==> src/hdl/lc3b_pkg.sv <==
package lc3b_pkg;

	// buffer depths and credit pools
	localparam int INST_DEPTH = 4;
	localparam int RES_DEPTH = 4;
	localparam int RES_CREDITS = 2;

	// counter widths sized to hold the full pool
	localparam int SLOT_CNT_W = $clog2(RES_DEPTH + 1);
	localparam int RES_CNT_W = $clog2(RES_CREDITS + 1);

	typedef logic [15:0] lc3b_word;
	typedef logic [2:0] lc3b_reg;

	// one-hot n, z, p from msb to lsb
	typedef logic [2:0] lc3b_nzp;

	typedef enum logic [3:0] {
		op_add = 4'd1,
		op_and = 4'd5,
		op_not = 4'd9,
		op_shf = 4'd13
	} lc3b_opcode;

	typedef enum logic [2:0] {
		alu_pass,
		alu_add,
		alu_and,
		alu_not,
		alu_lshf,
		alu_rshfl,
		alu_rshfa
	} lc3b_alu_op;

	typedef struct packed {
		lc3b_alu_op alu_op;
		logic use_imm;
		logic ld_reg;
		logic ld_cc;
	} lc3b_control_word;

	typedef struct packed {
		lc3b_control_word cw;
		lc3b_reg dr;
		lc3b_reg sr1;
		lc3b_reg sr2;
		lc3b_word sr1_data;
		lc3b_word sr2_data;
		// sext(imm5) or zero-extended shift amount
		lc3b_word imm;
		logic valid;
	} lc3b_de_ex;

	typedef struct packed {
		lc3b_control_word cw;
		lc3b_reg dr;
		lc3b_word value;
		logic valid;
	} lc3b_ex_res;

	typedef struct packed {
		lc3b_reg dr;
		lc3b_word value;
		lc3b_nzp nzp;
		logic wrote;
	} lc3b_result_rec;

endpackage : lc3b_pkg

==> src/hdl/credit_fifo.sv <==
module credit_fifo #(
	parameter type payload_t = logic [15:0],
	parameter int DEPTH = 4
) (
	input logic clk,
	input logic arst_n,
	input logic push,
	input payload_t wdata,
	input logic pop,
	output payload_t rdata,
	output logic empty
);

	payload_t mem [DEPTH];
	logic [$clog2(DEPTH)-1:0] rd_ptr;
	logic [$clog2(DEPTH)-1:0] wr_ptr;
	logic [$clog2(DEPTH+1)-1:0] count;
	logic do_pop;

	assign empty = (count == '0);
	assign rdata = mem[rd_ptr];
	// a pop on an empty buffer is ignored
	assign do_pop = pop && !empty;

	always_ff @(posedge clk) begin
		if (push)
			mem[wr_ptr] <= wdata;
	end

	always_ff @(posedge clk or negedge arst_n) begin
		if (!arst_n) begin
			rd_ptr <= '0;
			wr_ptr <= '0;
			count <= '0;
		end else begin
			if (push)
				wr_ptr <= (wr_ptr == DEPTH - 1) ? '0 : wr_ptr + 1'b1;
			if (do_pop)
				rd_ptr <= (rd_ptr == DEPTH - 1) ? '0 : rd_ptr + 1'b1;
			case ({push, do_pop})
				2'b10: count <= count + 1'b1;
				2'b01: count <= count - 1'b1;
				default: count <= count;
			endcase
		end
	end

endmodule : credit_fifo

==> src/hdl/lc3b_regfile.sv <==
module lc3b_regfile (
	input logic clk,
	input logic arst_n,
	input logic we,
	input lc3b_pkg::lc3b_reg waddr,
	input lc3b_pkg::lc3b_word wdata,
	input lc3b_pkg::lc3b_reg raddr_a,
	input lc3b_pkg::lc3b_reg raddr_b,
	output lc3b_pkg::lc3b_word rdata_a,
	output lc3b_pkg::lc3b_word rdata_b
);
	import lc3b_pkg::*;

	lc3b_word regs [8];

	always_ff @(posedge clk or negedge arst_n) begin
		if (!arst_n) begin
			for (int i = 0; i < 8; i++)
				regs[i] <= '0;
		end else if (we) begin
			regs[waddr] <= wdata;
		end
	end

	// write-through so a same-cycle read sees the new value
	assign rdata_a = (we && waddr == raddr_a) ? wdata : regs[raddr_a];
	assign rdata_b = (we && waddr == raddr_b) ? wdata : regs[raddr_b];

endmodule : lc3b_regfile

==> src/hdl/lc3b_decode.sv <==
module lc3b_decode (
	input logic clk,
	input logic arst_n,
	input logic inst_empty,
	input lc3b_pkg::lc3b_word inst_word,
	output logic inst_pop,
	input logic we,
	input lc3b_pkg::lc3b_reg waddr,
	input lc3b_pkg::lc3b_word wdata,
	input logic slot_release,
	output lc3b_pkg::lc3b_de_ex de_ex
);
	import lc3b_pkg::*;

	lc3b_opcode opcode;
	lc3b_control_word cw;
	lc3b_word imm;
	lc3b_reg dr;
	lc3b_reg sr1;
	lc3b_reg sr2;
	lc3b_word sr1_data;
	lc3b_word sr2_data;
	logic [SLOT_CNT_W-1:0] slot_cnt;
	logic issue;

	assign opcode = lc3b_opcode'(inst_word[15:12]);
	assign dr = inst_word[11:9];
	assign sr1 = inst_word[8:6];
	assign sr2 = inst_word[2:0];

	// issue only with a result slot reserved
	assign issue = !inst_empty && (slot_cnt != '0);
	assign inst_pop = issue;

	lc3b_regfile u_regfile (
		.clk,
		.arst_n,
		.we,
		.waddr,
		.wdata,
		.raddr_a(sr1),
		.raddr_b(sr2),
		.rdata_a(sr1_data),
		.rdata_b(sr2_data)
	);

	always_comb begin
		cw.alu_op = alu_pass;
		cw.use_imm = 1'b0;
		cw.ld_reg = 1'b0;
		cw.ld_cc = 1'b0;
		imm = {{11{inst_word[4]}}, inst_word[4:0]};
		case (opcode)
			op_add, op_and: begin
				cw.alu_op = (opcode == op_add) ? alu_add : alu_and;
				cw.use_imm = inst_word[5];
				cw.ld_reg = 1'b1;
				cw.ld_cc = 1'b1;
			end
			op_not: begin
				cw.alu_op = alu_not;
				cw.ld_reg = 1'b1;
				cw.ld_cc = 1'b1;
			end
			op_shf: begin
				// bit 4 picks right, bit 5 makes it arithmetic
				if (!inst_word[4])
					cw.alu_op = alu_lshf;
				else if (inst_word[5])
					cw.alu_op = alu_rshfa;
				else
					cw.alu_op = alu_rshfl;
				cw.use_imm = 1'b1;
				cw.ld_reg = 1'b1;
				cw.ld_cc = 1'b1;
				imm = {12'b0, inst_word[3:0]};
			end
			default: ;
		endcase
	end

	always_ff @(posedge clk or negedge arst_n) begin
		if (!arst_n)
			slot_cnt <= SLOT_CNT_W'(RES_DEPTH);
		else
			slot_cnt <= slot_cnt - SLOT_CNT_W'(issue) + SLOT_CNT_W'(slot_release);
	end

	always_ff @(posedge clk or negedge arst_n) begin
		if (!arst_n) begin
			de_ex <= '0;
		end else begin
			de_ex <= '{cw: cw, dr: dr, sr1: sr1, sr2: sr2, sr1_data: sr1_data,
				sr2_data: sr2_data, imm: imm, valid: issue};
		end
	end

endmodule : lc3b_decode

==> src/hdl/lc3b_execute.sv <==
module lc3b_execute (
	input logic clk,
	input logic arst_n,
	input lc3b_pkg::lc3b_de_ex de_ex,
	input logic we,
	input lc3b_pkg::lc3b_reg waddr,
	input lc3b_pkg::lc3b_word wdata,
	output lc3b_pkg::lc3b_ex_res ex_res
);
	import lc3b_pkg::*;

	logic ex_hit_a;
	logic ex_hit_b;
	logic wb_hit_a;
	logic wb_hit_b;
	lc3b_word op_a;
	lc3b_word op_b;
	lc3b_word operand_b;
	lc3b_word alu_out;

	assign ex_hit_a = ex_res.valid && ex_res.cw.ld_reg && (ex_res.dr == de_ex.sr1);
	assign ex_hit_b = ex_res.valid && ex_res.cw.ld_reg && (ex_res.dr == de_ex.sr2);
	assign wb_hit_a = we && (waddr == de_ex.sr1);
	assign wb_hit_b = we && (waddr == de_ex.sr2);

	// youngest producer wins
	always_comb begin
		op_a = de_ex.sr1_data;
		if (wb_hit_a)
			op_a = wdata;
		if (ex_hit_a)
			op_a = ex_res.value;
		op_b = de_ex.sr2_data;
		if (wb_hit_b)
			op_b = wdata;
		if (ex_hit_b)
			op_b = ex_res.value;
	end

	assign operand_b = de_ex.cw.use_imm ? de_ex.imm : op_b;

	always_comb begin
		case (de_ex.cw.alu_op)
			alu_add: alu_out = op_a + operand_b;
			alu_and: alu_out = op_a & operand_b;
			alu_not: alu_out = ~op_a;
			alu_lshf: alu_out = op_a << operand_b[3:0];
			alu_rshfl: alu_out = op_a >> operand_b[3:0];
			alu_rshfa: alu_out = $signed(op_a) >>> operand_b[3:0];
			default: alu_out = op_a;
		endcase
	end

	always_ff @(posedge clk or negedge arst_n) begin
		if (!arst_n)
			ex_res <= '0;
		else
			ex_res <= '{cw: de_ex.cw, dr: de_ex.dr, value: alu_out, valid: de_ex.valid};
	end

endmodule : lc3b_execute

==> src/hdl/lc3b_result.sv <==
module lc3b_result (
	input logic clk,
	input logic arst_n,
	input lc3b_pkg::lc3b_ex_res ex_res,
	output logic we,
	output lc3b_pkg::lc3b_reg waddr,
	output lc3b_pkg::lc3b_word wdata,
	output logic slot_release,
	output logic res_valid,
	output lc3b_pkg::lc3b_result_rec res,
	input logic res_credit
);
	import lc3b_pkg::*;

	lc3b_nzp gen_cc;
	lc3b_result_rec rec_in;
	lc3b_result_rec rec_head;
	logic rec_empty;
	logic send;
	logic [RES_CNT_W-1:0] out_cnt;

	always_comb begin
		if (ex_res.value[15])
			gen_cc = 3'b100;
		else if (ex_res.value == '0)
			gen_cc = 3'b010;
		else
			gen_cc = 3'b001;
	end

	assign rec_in = '{dr: ex_res.dr, value: ex_res.value,
		nzp: ex_res.cw.ld_cc ? gen_cc : 3'b000, wrote: ex_res.cw.ld_reg};

	credit_fifo #(
		.payload_t(lc3b_result_rec),
		.DEPTH(RES_DEPTH)
	) u_res_fifo (
		.clk,
		.arst_n,
		.push(ex_res.valid),
		.wdata(rec_in),
		.pop(send),
		.rdata(rec_head),
		.empty(rec_empty)
	);

	assign send = !rec_empty && (out_cnt != '0);
	// the slot frees as the record leaves
	assign slot_release = res_valid;

	always_ff @(posedge clk or negedge arst_n) begin
		if (!arst_n) begin
			we <= 1'b0;
			res_valid <= 1'b0;
			out_cnt <= RES_CNT_W'(RES_CREDITS);
		end else begin
			we <= ex_res.valid && ex_res.cw.ld_reg;
			res_valid <= send;
			out_cnt <= out_cnt - RES_CNT_W'(send) + RES_CNT_W'(res_credit);
		end
	end

	always_ff @(posedge clk) begin
		waddr <= ex_res.dr;
		wdata <= ex_res.value;
		if (send)
			res <= rec_head;
	end

endmodule : lc3b_result

==> src/hdl/lc3b_core.sv <==
module lc3b_core (
	input logic clk,
	input logic arst_n,
	input logic inst_valid,
	input lc3b_pkg::lc3b_word inst,
	output logic inst_credit,
	output logic res_valid,
	output lc3b_pkg::lc3b_result_rec res,
	input logic res_credit
);
	import lc3b_pkg::*;

	logic inst_empty;
	lc3b_word inst_head;
	lc3b_de_ex de_ex;
	lc3b_ex_res ex_res;
	logic we;
	lc3b_reg waddr;
	lc3b_word wdata;
	logic slot_release;

	// each pop hands one credit back to the source
	credit_fifo #(
		.payload_t(lc3b_word),
		.DEPTH(INST_DEPTH)
	) u_inst_fifo (
		.clk,
		.arst_n,
		.push(inst_valid),
		.wdata(inst),
		.pop(inst_credit),
		.rdata(inst_head),
		.empty(inst_empty)
	);

	lc3b_decode u_decode (
		.clk,
		.arst_n,
		.inst_empty,
		.inst_word(inst_head),
		.inst_pop(inst_credit),
		.we,
		.waddr,
		.wdata,
		.slot_release,
		.de_ex
	);

	lc3b_execute u_execute (
		.clk,
		.arst_n,
		.de_ex,
		.we,
		.waddr,
		.wdata,
		.ex_res
	);

	lc3b_result u_result (
		.clk,
		.arst_n,
		.ex_res,
		.we,
		.waddr,
		.wdata,
		.slot_release,
		.res_valid,
		.res,
		.res_credit
	);

endmodule : lc3b_core

==> config.mk <==
export PLATFORM = sky130hd
export DESIGN_NAME = lc3b_core
export DESIGN_NICKNAME = d
export VERILOG_FILES = /design/src/hdl/lc3b_pkg.sv /design/src/hdl/credit_fifo.sv /design/src/hdl/lc3b_regfile.sv /design/src/hdl/lc3b_decode.sv /design/src/hdl/lc3b_execute.sv /design/src/hdl/lc3b_result.sv /design/src/hdl/lc3b_core.sv
export SDC_FILE = /design/constraint.sdc
export NUM_CORES = 1
export LEC_CHECK = 0
export BUFFER_PORTS_ARGS = -buffer_cell sky130_fd_sc_hd__clkbuf_2
export CAP_MARGIN = 5
export CORE_MARGIN = 2
export CORE_UTILIZATION = 50
export CTS_CLUSTER_SIZE = 16
export DETAILED_ROUTE_END_ITERATION = 8
export PLACE_DENSITY = 0.68
export SLEW_MARGIN = 20
export SYNTH_ARGS = -nofsm -noshare
export SYNTH_HDL_FRONTEND = slang
export SYNTH_HIERARCHICAL = 1
export SYNTH_SLANG_ARGS = --single-unit
==> constraint.sdc <==
create_clock -name clk -period 4.55 [get_ports clk]
set_clock_uncertainty 0.1 [all_clocks]
set_input_delay 0.91 -clock clk [delete_from_list [all_inputs] [get_ports clk]]
set_output_delay 0.91 -clock clk [all_outputs]
set_load 0.005 [all_outputs]
**After elaboration in Yosys (flattened, before gate mapping)**

Memories as Yosys holds them, arrays and structs flattened. A register that Yosys moved wholly into a read port is not among the register bits.
Cells that the tools add are included.

- Add/sub/neg operators: 13
- $lt $le $gt $ge: 4
- Equal/unequal tests: 24
- Shift-type cells: 3
- Mux-type cells: 37
- Bitwise logic cells: 5
- Reductions and logical operators: 23

Operators by type and width:

| kind | count |
|---|---|
| $mux W16 | 13 |
| $bwmux W128 | 1 |
| $bmux W16 S3 | 2 |
| $pmux W16 S6 | 1 |
| $demux W16 S3 | 1 |
| $eq A3 B3 Y1 | 6 |
| $mux W2 | 9 |
| $add A16 B16 Y16 | 1 |
| $and A16 B16 Y16 | 1 |
| $logic_not A16 Y1 | 1 |
| $not A16 Y16 | 1 |
| $shl A16 B4 Y16 | 1 |
| $shr A16 B4 Y16 | 1 |
| $sshr A16 B4 Y16 | 1 |
| $eq A2 B2 Y1 const B | 6 |
| $ge A4 B4 Y1 const B | 3 |
| $logic_and A1 B1 Y1 | 12 |
| $not A3 Y4 | 3 |
| $pmux W3 S2 | 2 |
| $eq A3 B3 Y1 const B | 3 |
| $pmux W3 S3 | 1 |
| $add A2 B1 Y2 const B | 4 |
| $eq A4 B4 Y1 const B | 2 |
| $add A3 B1 Y3 const B | 2 |
| 20 further kinds | 31 |

- Flip-flop bits (word level): 254
- Memory bits (writable): 156
- Bits of input ports: 20
- Output and inout port bits: 25
- Word-level logic and storage cells: 147
- Memories kept: 2

Memories:

| name | depth | bits a word | rd ports | clocked after memory_dff | write ports | line | text |
|---|---|---|---|---|---|---|---|
| u_result.u_res_fifo.mem | 4 | 23 | 1 | 1 | 1 | credit_fifo.sv:14 | `payload_t mem [DEPTH];` |
| u_inst_fifo.mem | 4 | 16 | 1 | 0 | 1 | credit_fifo.sv:14 |  |

**Longest topological paths before layout**

Gate-level depths: netlist of run 1.

- Word-level depth: 7
- Mapped depth: 20
- Depth with buffers taken out: 16

**By module**

The synthesis of run 1 kept the hierarchy.

By module, submodules not included:

| module | instances | cells an instance | area each (um2) | seq. area each (um2) |
|---|---|---|---|---|
| lc3b_regfile | 1 | 452 | 7533.5 | 3203.1 |
| lc3b_execute | 1 | 682 | 4829.6 | 650.6 |
| credit_fifo at u_result.u_res_fifo | 1 | 160 | 3784.9 | 2937.8 |
| credit_fifo at u_inst_fifo | 1 | 123 | 2772.7 | 2097.0 |
| lc3b_decode | 1 | 90 | 1581.5 | 1302.5 |
| lc3b_result | 1 | 64 | 1321.3 | 1172.4 |

**Worst setup path before layout of run 1**

No wires, ideal clock.

- Kind: reg2reg
- Start: reg, netlist name u_decode/de_ex[3]
- End: reg, netlist name u_execute/ex_res[16]
- Library setup time: 87 ps
- Arrival time: 4548 ps
- Required time: 4363 ps
- Setup slack: -185 ps
- Stages on the path, launching flop included: 20
- Buffers on the path: 5
- Clock period less this slack: 4735 ps
- Cells stage by stage: dfrtp_1 buf_4 xor2_1 nor4_1 clkbuf_1 a211oi_1 o31a_1 inv_1 buf_1 clkbuf_1 buf_1 ha_1 a21oi_1 nand2b_1 nor3_1 mux2i_1 a21boi_0 o211a_1 or4_1 o211ai_1

- Word-level cells in the longest chain between the ends: 3
- Elaborated cells between the ends (all ways): 6
- Those cells by class: add/sub (1); shift (3); mux (2)

Ends and longest elaborated chain:

| item | line | text |
|---|---|---|
| $mux W16 * | lc3b_execute.sv:40 | `assign operand_b = de_ex.cw.use_imm ? de_ex.imm : op_b;` |
| $add A16 B16 Y16, or another cell as far along | lc3b_execute.sv:44 | `alu_add: alu_out = op_a + operand_b;` |
| $pmux W16 S6 * | lc3b_execute.sv:43 | `case (de_ex.cw.alu_op)` |
| named net u_execute.alu_out[15] | lc3b_execute.sv:19 | `lc3b_word alu_out;` |

The timed path passes the listed nets; every way through them passes the cells marked *.
A chain may end at the register's enable or synchronous reset.

**Final worst setup path of run 1**

- Start: reg, netlist name u_decode/de_ex[2]
- End: reg, netlist name u_execute/ex_res[12]

- Word-level cells in the longest chain between the ends: 3
- Elaborated cells between the ends (all ways): 6
- Those cells by class: add/sub (1); shift (3); mux (2)

Ends and longest elaborated chain:

| item | line |
|---|---|
| $mux W16 * | lc3b_execute.sv:40 |
| $add A16 B16 Y16, or another cell as far along | lc3b_execute.sv:44 |
| $pmux W16 S6 * | lc3b_execute.sv:43 |
| named net u_execute.alu_out[11] | lc3b_execute.sv:19 |

Marks and branches as above.

==> results of run 1 <==
==> worst max-delay path, cell delays in order (launching register included) <==
cell and delay (ns):
dfrtp_1 0.42, xor2_1 0.23, or4b_1 0.55, buf_4 0.24, mux2i_1 0.15, nor2_1 0.11
a21oi_1 0.04, o21ai_0 0.25, ha_1 0.34, a21o_1 0.21, a21oi_1 0.16, o21ai_0 0.14
a21o_1 0.26, a21o_1 0.22, o21a_1 0.19, or3_1 0.34, a32oi_1 0.22
==> worst max path at each step <==
stage	to	depth (start not counted)
final	u_execute/ex_res[12]	16
after global routing	u_execute/ex_res[11]	17
after CTS	u_execute/ex_res[12]	16
after detailed placement	u_execute/ex_res[12]	16
after global placement	u_execute/ex_res[12]	16
after floorplan	u_execute/ex_res[16]	19
==> placed cells by master, fill, tap and decap left out, drive strengths merged, types with 11 or more instances in the layout <==
master / n
a211oi: 18
ha: 33
dfxtp: 19
mux2: 211
nand2b: 11
mux4: 108
dfrtp: 218
nor4: 14
buf: 63
a21oi: 62
nand2: 92
xor2: 18
and2: 11
o21ai: 60
xnor2: 16
clkbuf: 104
mux2i: 59
nor2: 67
o211ai: 18
inv: 47
clkinv: 13
nor3: 23
o21a: 14
edfxtp: 179
==> flip-flops by register name (all words and copies together) (netlist names), 3 cells and up <==
register and cells:
u_decode/de_ex 49, u_decode/u_regfile/regs 128, u_result/res 23, u_result/u_res_fifo/count 3, u_result/wdata 16, u_decode/slot_cnt 3
u_result/u_res_fifo/mem 92, u_inst_fifo/count 3, u_execute/ex_res 22, u_inst_fifo/mem 64, u_result/waddr 3
==> metal layers <==
layer | up-vias | routed length (um)
li1 | 6053 | -
met2 | 462 | 25540
met4 | 0 | 1613
met5 | - | 0
met3 | 101 | 3403
met1 | 6788 | 23430
==> power by group through the flow <==
stage,Combinational (mW),Clock [mW],Sequential [mW]
2_1_floorplan,0.838,0,4.44
3_3_place_gp,1.01,0,4.68
3_5_place_dp,1.02,0,4.69
4_1_cts,1.03,3.49,4.62
5_1_grt,1.12,3.66,4.66
6_report,1.03,3.42,4.63
==> final cells by class <==
class	count	area [um^2]
multi-input combinational	973	9562
sequential	418	11260
fill	3464	19120
timing repair buffer	106	740.7
tap	585	732.0
clock inverter	16	161.4
inverter	47	178.9
clock buffer	61	1225
==> through the flow <==
| stage | worst slack, ns | total power, mW | util (%) | area [um^2] |
|---|---|---|---|---|
| global route | 0.007077 | 9.440 | 55.52 | 23860 |
| floorplan | 0.01321 | 5.277 | - | 21730 |
| CTS | 0.3298 | 9.136 | 55.46 | 23840 |
| global placement | 0.4768 | 5.681 | 52.23 | 22450 |
| finish | 0.2823 | 9.079 | 55.52 | 23860 |
| detailed placement | 0.4047 | 5.711 | 52.23 | 22450 |
==> qor.yml, run 1 <==
grt:
  grt_busiest_layer: "met2"
  grt-ovfl-total: 0
  grtUsageMet2_pct: 38.96
  grt_max_degree: 123
  antenna_found_initial: 0
  grt_use_met1_pct: 34.53
  grt_util_met3_pct: 4.609
  grtUsageTotal_pct: 24.62
  grt_pass1_wl_um: 83350
  grt_pass1_vias: 13570
critical_path:
  critical_path_required_ns: 4.89
  ff2ff_setup_slack_ns: 0.28
  r2r_end: "u_execute/ex_res[12]"
  reg2reg_from: "u_decode/de_ex[2]"
  end_kind: "register"
  path_class: "register to register"
  crit_fanout: 15
  reg2reg_depth: 16
  cp.arrival_ns: 4.60
  cp-start-kind: "register"
  cp-startpoint: "u_decode/de_ex[2]"
job:
  drv_cap: 0
pwr:
  pwr-share-seq_pct: 51.0
  power_per_cell_area_mw_per_mm2: 380.4
  p_int_mw: 6.622
  power_leakage_nw: 10.44
  switching_power_mw: 2.456
  p_comb_share_pct: 11.4
  pwr-share-clk_pct: 37.7
  switching_share_pct: 27.06
  ir_worst_vdd_uv: 313.2
synthesis:
  ys_warn_count: 6
  syn-cell-area_mm2: 0.02172
  synth_nets: 1624
  synthesis.instances: 1567
  syn_avg_cell_area_um2: 13.86
outcome:
  outcome: "finished clean"
timing:
  min_period_ns: 4.268
  slew_viol_final: 0
  hold_viol: 0
  finalSetupViolCount: 0
  fmax_ghz: 0.2343
  finalSetupTns_ns: 0
  slew-limit-headroom_pct: 35.83
  rsz0062_at_grt: "no"
  hold_ws_ns: 0.1941
  min_period_over_period_pct: 93.80
  worst_pin_slew_ns: 0.9561
place:
  post-place-cells: 2128
  gp_congestion: 0.9411
  hpwl_um: 35170
  portBuffers: 44
layout:
  stdcell_count: 2206
  n_antenna_cell: 0
  syn2layout_area_growth_pct: 9.855
  fin_nets: 1646
  drive_gt1_share_pct: 27.21
cts:
  cts_resized: 0
  clk_pin_slew_ns: 0.06
  cts_setup_buffers: 0
  cts_tree: "done"
  cts_made_buffers: 43
  clock_path_buffers: 3
  clock-sinks: 418
  clk_latency_ns: 0.54
  htreeDepth: 2
  cts_hold_buf: 0
  root_buffer: "clkbuf_16"
routing:
  vias: 13400
  firstDrtPassIters: 5
  viasPerCell: 6.076
  wire_per_inst_um: 24.47
  drt_iter0_markers: 1195
  drt-total-wl_um: 53990
  antenna_left: 0
  drc: 0
die:
  rows: 76
  start_util_pct: 50.54
  fp.dieW_um: 212.4
  io_pins: 45
  die-area_mm2: 0.04513
  core_area_mm2: 0.04298
  die_h_um: 212.4
worst_hold_path:
  hold_path.class: "input pin to asynchronous set/reset pin"
Note: power is estimated with default switching activity, not from simulation.
==> run 2, diff against run 1 <==
- PLACE_DENSITY: 0.68 -> 0.66
- SLEW_MARGIN: 20 -> 25
- clock period: 4.55 -> 4.6 ns (I/O delays scaled with it)
==> run 2 against run 1 <==
Compared with the run above: total power is 1.5% lower; register-to-register slack improved by 0.08 ns; worst setup slack improved by 0.079 ns; hold slack better by 0.053 ns; first-iteration DRC count is 9.9% higher; wire length fell by 0.71%; maximum frequency increased by 0.69%; sequential power is 2% lower; critical path depth is the same; non-clock buffer count rose by 7; cell count increased by 0.27%; utilization down 0.067 points; highest routed layer unchanged.
==> qor.yml, run 2 (synthesis gave the netlist of run 1 again) <==
timing:
  rsz0062_at_grt: "no"  # unchanged
  fmax_ghz: 0.2359  # was 0.2343 GHz
  slew_viol_final: 0  # unchanged
  finalSetupTns_ns: 0  # unchanged
  hold_viol: 0  # unchanged
  hold_ws_ns: 0.2473  # was 0.1941 ns
  min_period_ns: 4.239  # was 4.268 ns
  worst_pin_slew_ns: 0.9511  # was 0.9561 ns
  finalSetupViolCount: 0  # unchanged
  min_period_over_period_pct: 92.14  # was 93.80%
  slew-limit-headroom_pct: 36.17  # was 35.83%
critical_path:
  crit_cells: 16  # unchanged
  crit_fanout: 12  # was 15
  end_kind: "register"  # unchanged
  critical-path-max-stage-delay_ns: 0.61  # was 0.55 ns
  critPathTopFamily: "compound AO/OA/AOI/OAI gates"  # unchanged
  path_class: "register to register"  # unchanged
  cp-start-kind: "register"  # unchanged
  ff2ff_setup_slack_ns: 0.36  # was 0.28 ns
  cp_cell_sequence: "xor2_1, or4b_4, buf_4, mux2i_1, nor2_1, a21oi_1, o21ai_0, ha_1, a21o_1, a21oi_1, o21ai_0, a21o_1, a21o_1, o21a_1, or3_1, a32oi_1"  # was xor2_1, or4b_1, buf_4, mux2i_1, nor2_1, a21oi_1, o21ai_0, ha_1, a21o_1, a21oi_1, o21ai_0, a21o_1, a21o_1, o21a_1, or3_1, a32oi_1
  timing.critical_path.mode_cell: "a21o_1"  # unchanged
  reg2reg_depth: 16  # unchanged
  r2r_end: "u_execute/ex_res[12]"  # unchanged
  slowest_stage: "or4b_4"  # was or4b_1
  critical_path_required_ns: 4.98  # was 4.89 ns
  cp.arrival_ns: 4.62  # was 4.60 ns
  reg2reg_from: "u_decode/de_ex[3]"  # was u_decode/de_ex[2]
  critPathBufInv: 1  # unchanged
place:
  hpwl_um: 35520  # was 35,170 um
  post-place-cells: 2136  # was 2,128
  gp_congestion: 0.9779  # was 0.9411
  portBuffers: 44  # unchanged
cts:
  cts_resized: 0  # unchanged
  cts_setup_buffers: 0  # unchanged
  cts_tree: "done"  # unchanged
  clk_latency_ns: 0.57  # was 0.54 ns
  root_buffer: "clkbuf_16"  # unchanged
  clock-sinks: 418  # unchanged
  cts_hold_buf: 0  # unchanged
  clock_path_buffers: 3  # unchanged
  clk_pin_slew_ns: 0.07  # was 0.06 ns
  cts_made_buffers: 43  # unchanged
  htreeDepth: 2  # unchanged
routing:
  antenna_left: 0  # unchanged
  firstDrtPassIters: 7  # was 5
  viasPerCell: 6.093  # was 6.076
  drt-total-wl_um: 53600  # was 53,990 um
  drc: 0  # unchanged
  drt_iter0_markers: 1313  # was 1,195
  wire_per_inst_um: 24.23  # was 24.47 um
  vias: 13480  # was 13,400
grt:
  grt_pass1_vias: 13690  # was 13,570
  grt_pass1_wl_um: 83500  # was 83,350 um
  grtUsageTotal_pct: 24.62  # about the same
  grt-ovfl-total: 0  # unchanged
  antenna_found_initial: 0  # unchanged
  grt_max_degree: 117  # was 123
layout:
  fin_nets: 1653  # was 1,646
  multi_input_area_mm2: 0.009575  # was 0.009562 mm^2
  reg_top3: "u_decode/u_regfile/regs (128), u_result/u_res_fifo/mem (92), u_inst_fifo/mem (64)"  # unchanged
  mostFrequentLayoutCells: "dfrtp_1 (216), mux2_2 (200), edfxtp_1 (179), nand2_1 (92), mux4_1 (76)"  # was dfrtp_1 (217), mux2_2 (200), edfxtp_1 (179), nand2_1 (92), mux4_1 (76)
  stdcell_count: 2212  # was 2,206
  fillCellCount: 3479  # was 3,464
  largest_reg_flops: 128  # unchanged
  syn2layout_area_growth_pct: 9.723  # was 9.855%
  layout_commonest_cell: "dfrtp_1"  # unchanged
  n_antenna_cell: 0  # unchanged
  seq_area_mm2: 0.01127  # was 0.01126 mm^2
  drive_gt1_share_pct: 27.66  # was 27.21%
  regMostFlops: "u_decode/u_regfile/regs"  # unchanged
worst_hold_path:
  hold_path.class: "register to register"  # was input pin to asynchronous set/reset pin
  min_to: "u_execute/ex_res[0]"
  hold_start: "u_decode/de_ex[0]"
  hold_depth: 0
pwr:
  power_per_cell_area_mw_per_mm2: 375.3  # was 380.4 mW/mm^2
  ir_worst_vdd_uv: 261.3  # was 313.2 uV
  power_leakage_nw: 10.43  # was 10.44 nW
  totalPowerFinal_mw: 8.946  # was 9.079 mW
die:
  fp.dieW_um: 212.4  # unchanged
  start_util_pct: 50.54  # unchanged
  rows: 76  # unchanged
  die_h_um: 212.4  # unchanged
  core_area_mm2: 0.04298  # unchanged
  die-area_mm2: 0.04513  # unchanged
  io_pins: 45  # unchanged
outcome:
  outcome: "finished clean"  # unchanged
job:
  drv_cap: 0  # unchanged
[run 2: area by class of cell]
| class | instances | area share, % |
|---|---|---|
| clock buffer | 57 | 4.819 |
| multi-input combinational | 973 | 40.17 |
| timing repair buffer | 113 | 3.139 |
| sequential | 418 | 47.26 |
| clock inverter | 19 | 0.7822 |
| inverter | 47 | 0.7507 |
| tap | 585 | 3.071 |
[run 2: worst max path at each step]
stage	startpoint	end	slack, ns
2_1_floorplan	u_decode/de_ex[3]	u_execute/ex_res[16]	0.04
3_3_place_gp	u_decode/de_ex[3]	u_execute/ex_res[16]	0.36
3_5_place_dp	u_decode/de_ex[3]	u_execute/ex_res[16]	0.32
4_1_cts	u_decode/de_ex[3]	u_execute/ex_res[11]	0.26
5_1_grt	u_decode/de_ex[3]	u_execute/ex_res[11]	0.08
6_report	u_decode/de_ex[3]	u_execute/ex_res[12]	0.36
[run 2: stage by stage]
step	worst slack (ns)	util [%]	area, um^2
after floorplan	0.03994	-	21730
after global placement	0.3551	52.31	22480
after detailed placement	0.3199	52.32	22490
after CTS	0.2638	55.43	23820
after global routing	0.08105	55.46	23840
final	0.3614	55.46	23840
[run 2: report_power, final]
group	leakage, nW	switching (mW)	internal [mW]	total [mW]
Sequential	4.78	0.369	4.19	4.56
Combinational	4.99	0.658	0.395	1.05
Clock	0.652	1.41	1.93	3.33
[run 2: worst register-to-register path, delay by kind of cell (launching register included)]
kind	cells	cell delay (ns)
buffers and inverters	1	0.23
muxes	1	0.14
adders and majority gates	1	0.34
and+or+nand+nor	3	1.06
xor gates and xnor gates	1	0.23
DFF	1	0.41
AOI/OAI and AO/OA	9	1.65
[run 2: routing by layer]
layer	wire [um]	GRT usage (%)	part of all wire [%]
met2	25120	39.04	47
met4	1440	7.837	2.7
met1	23600	35.10	44
met5	0	0	0
met3	3444	3.811	6.4
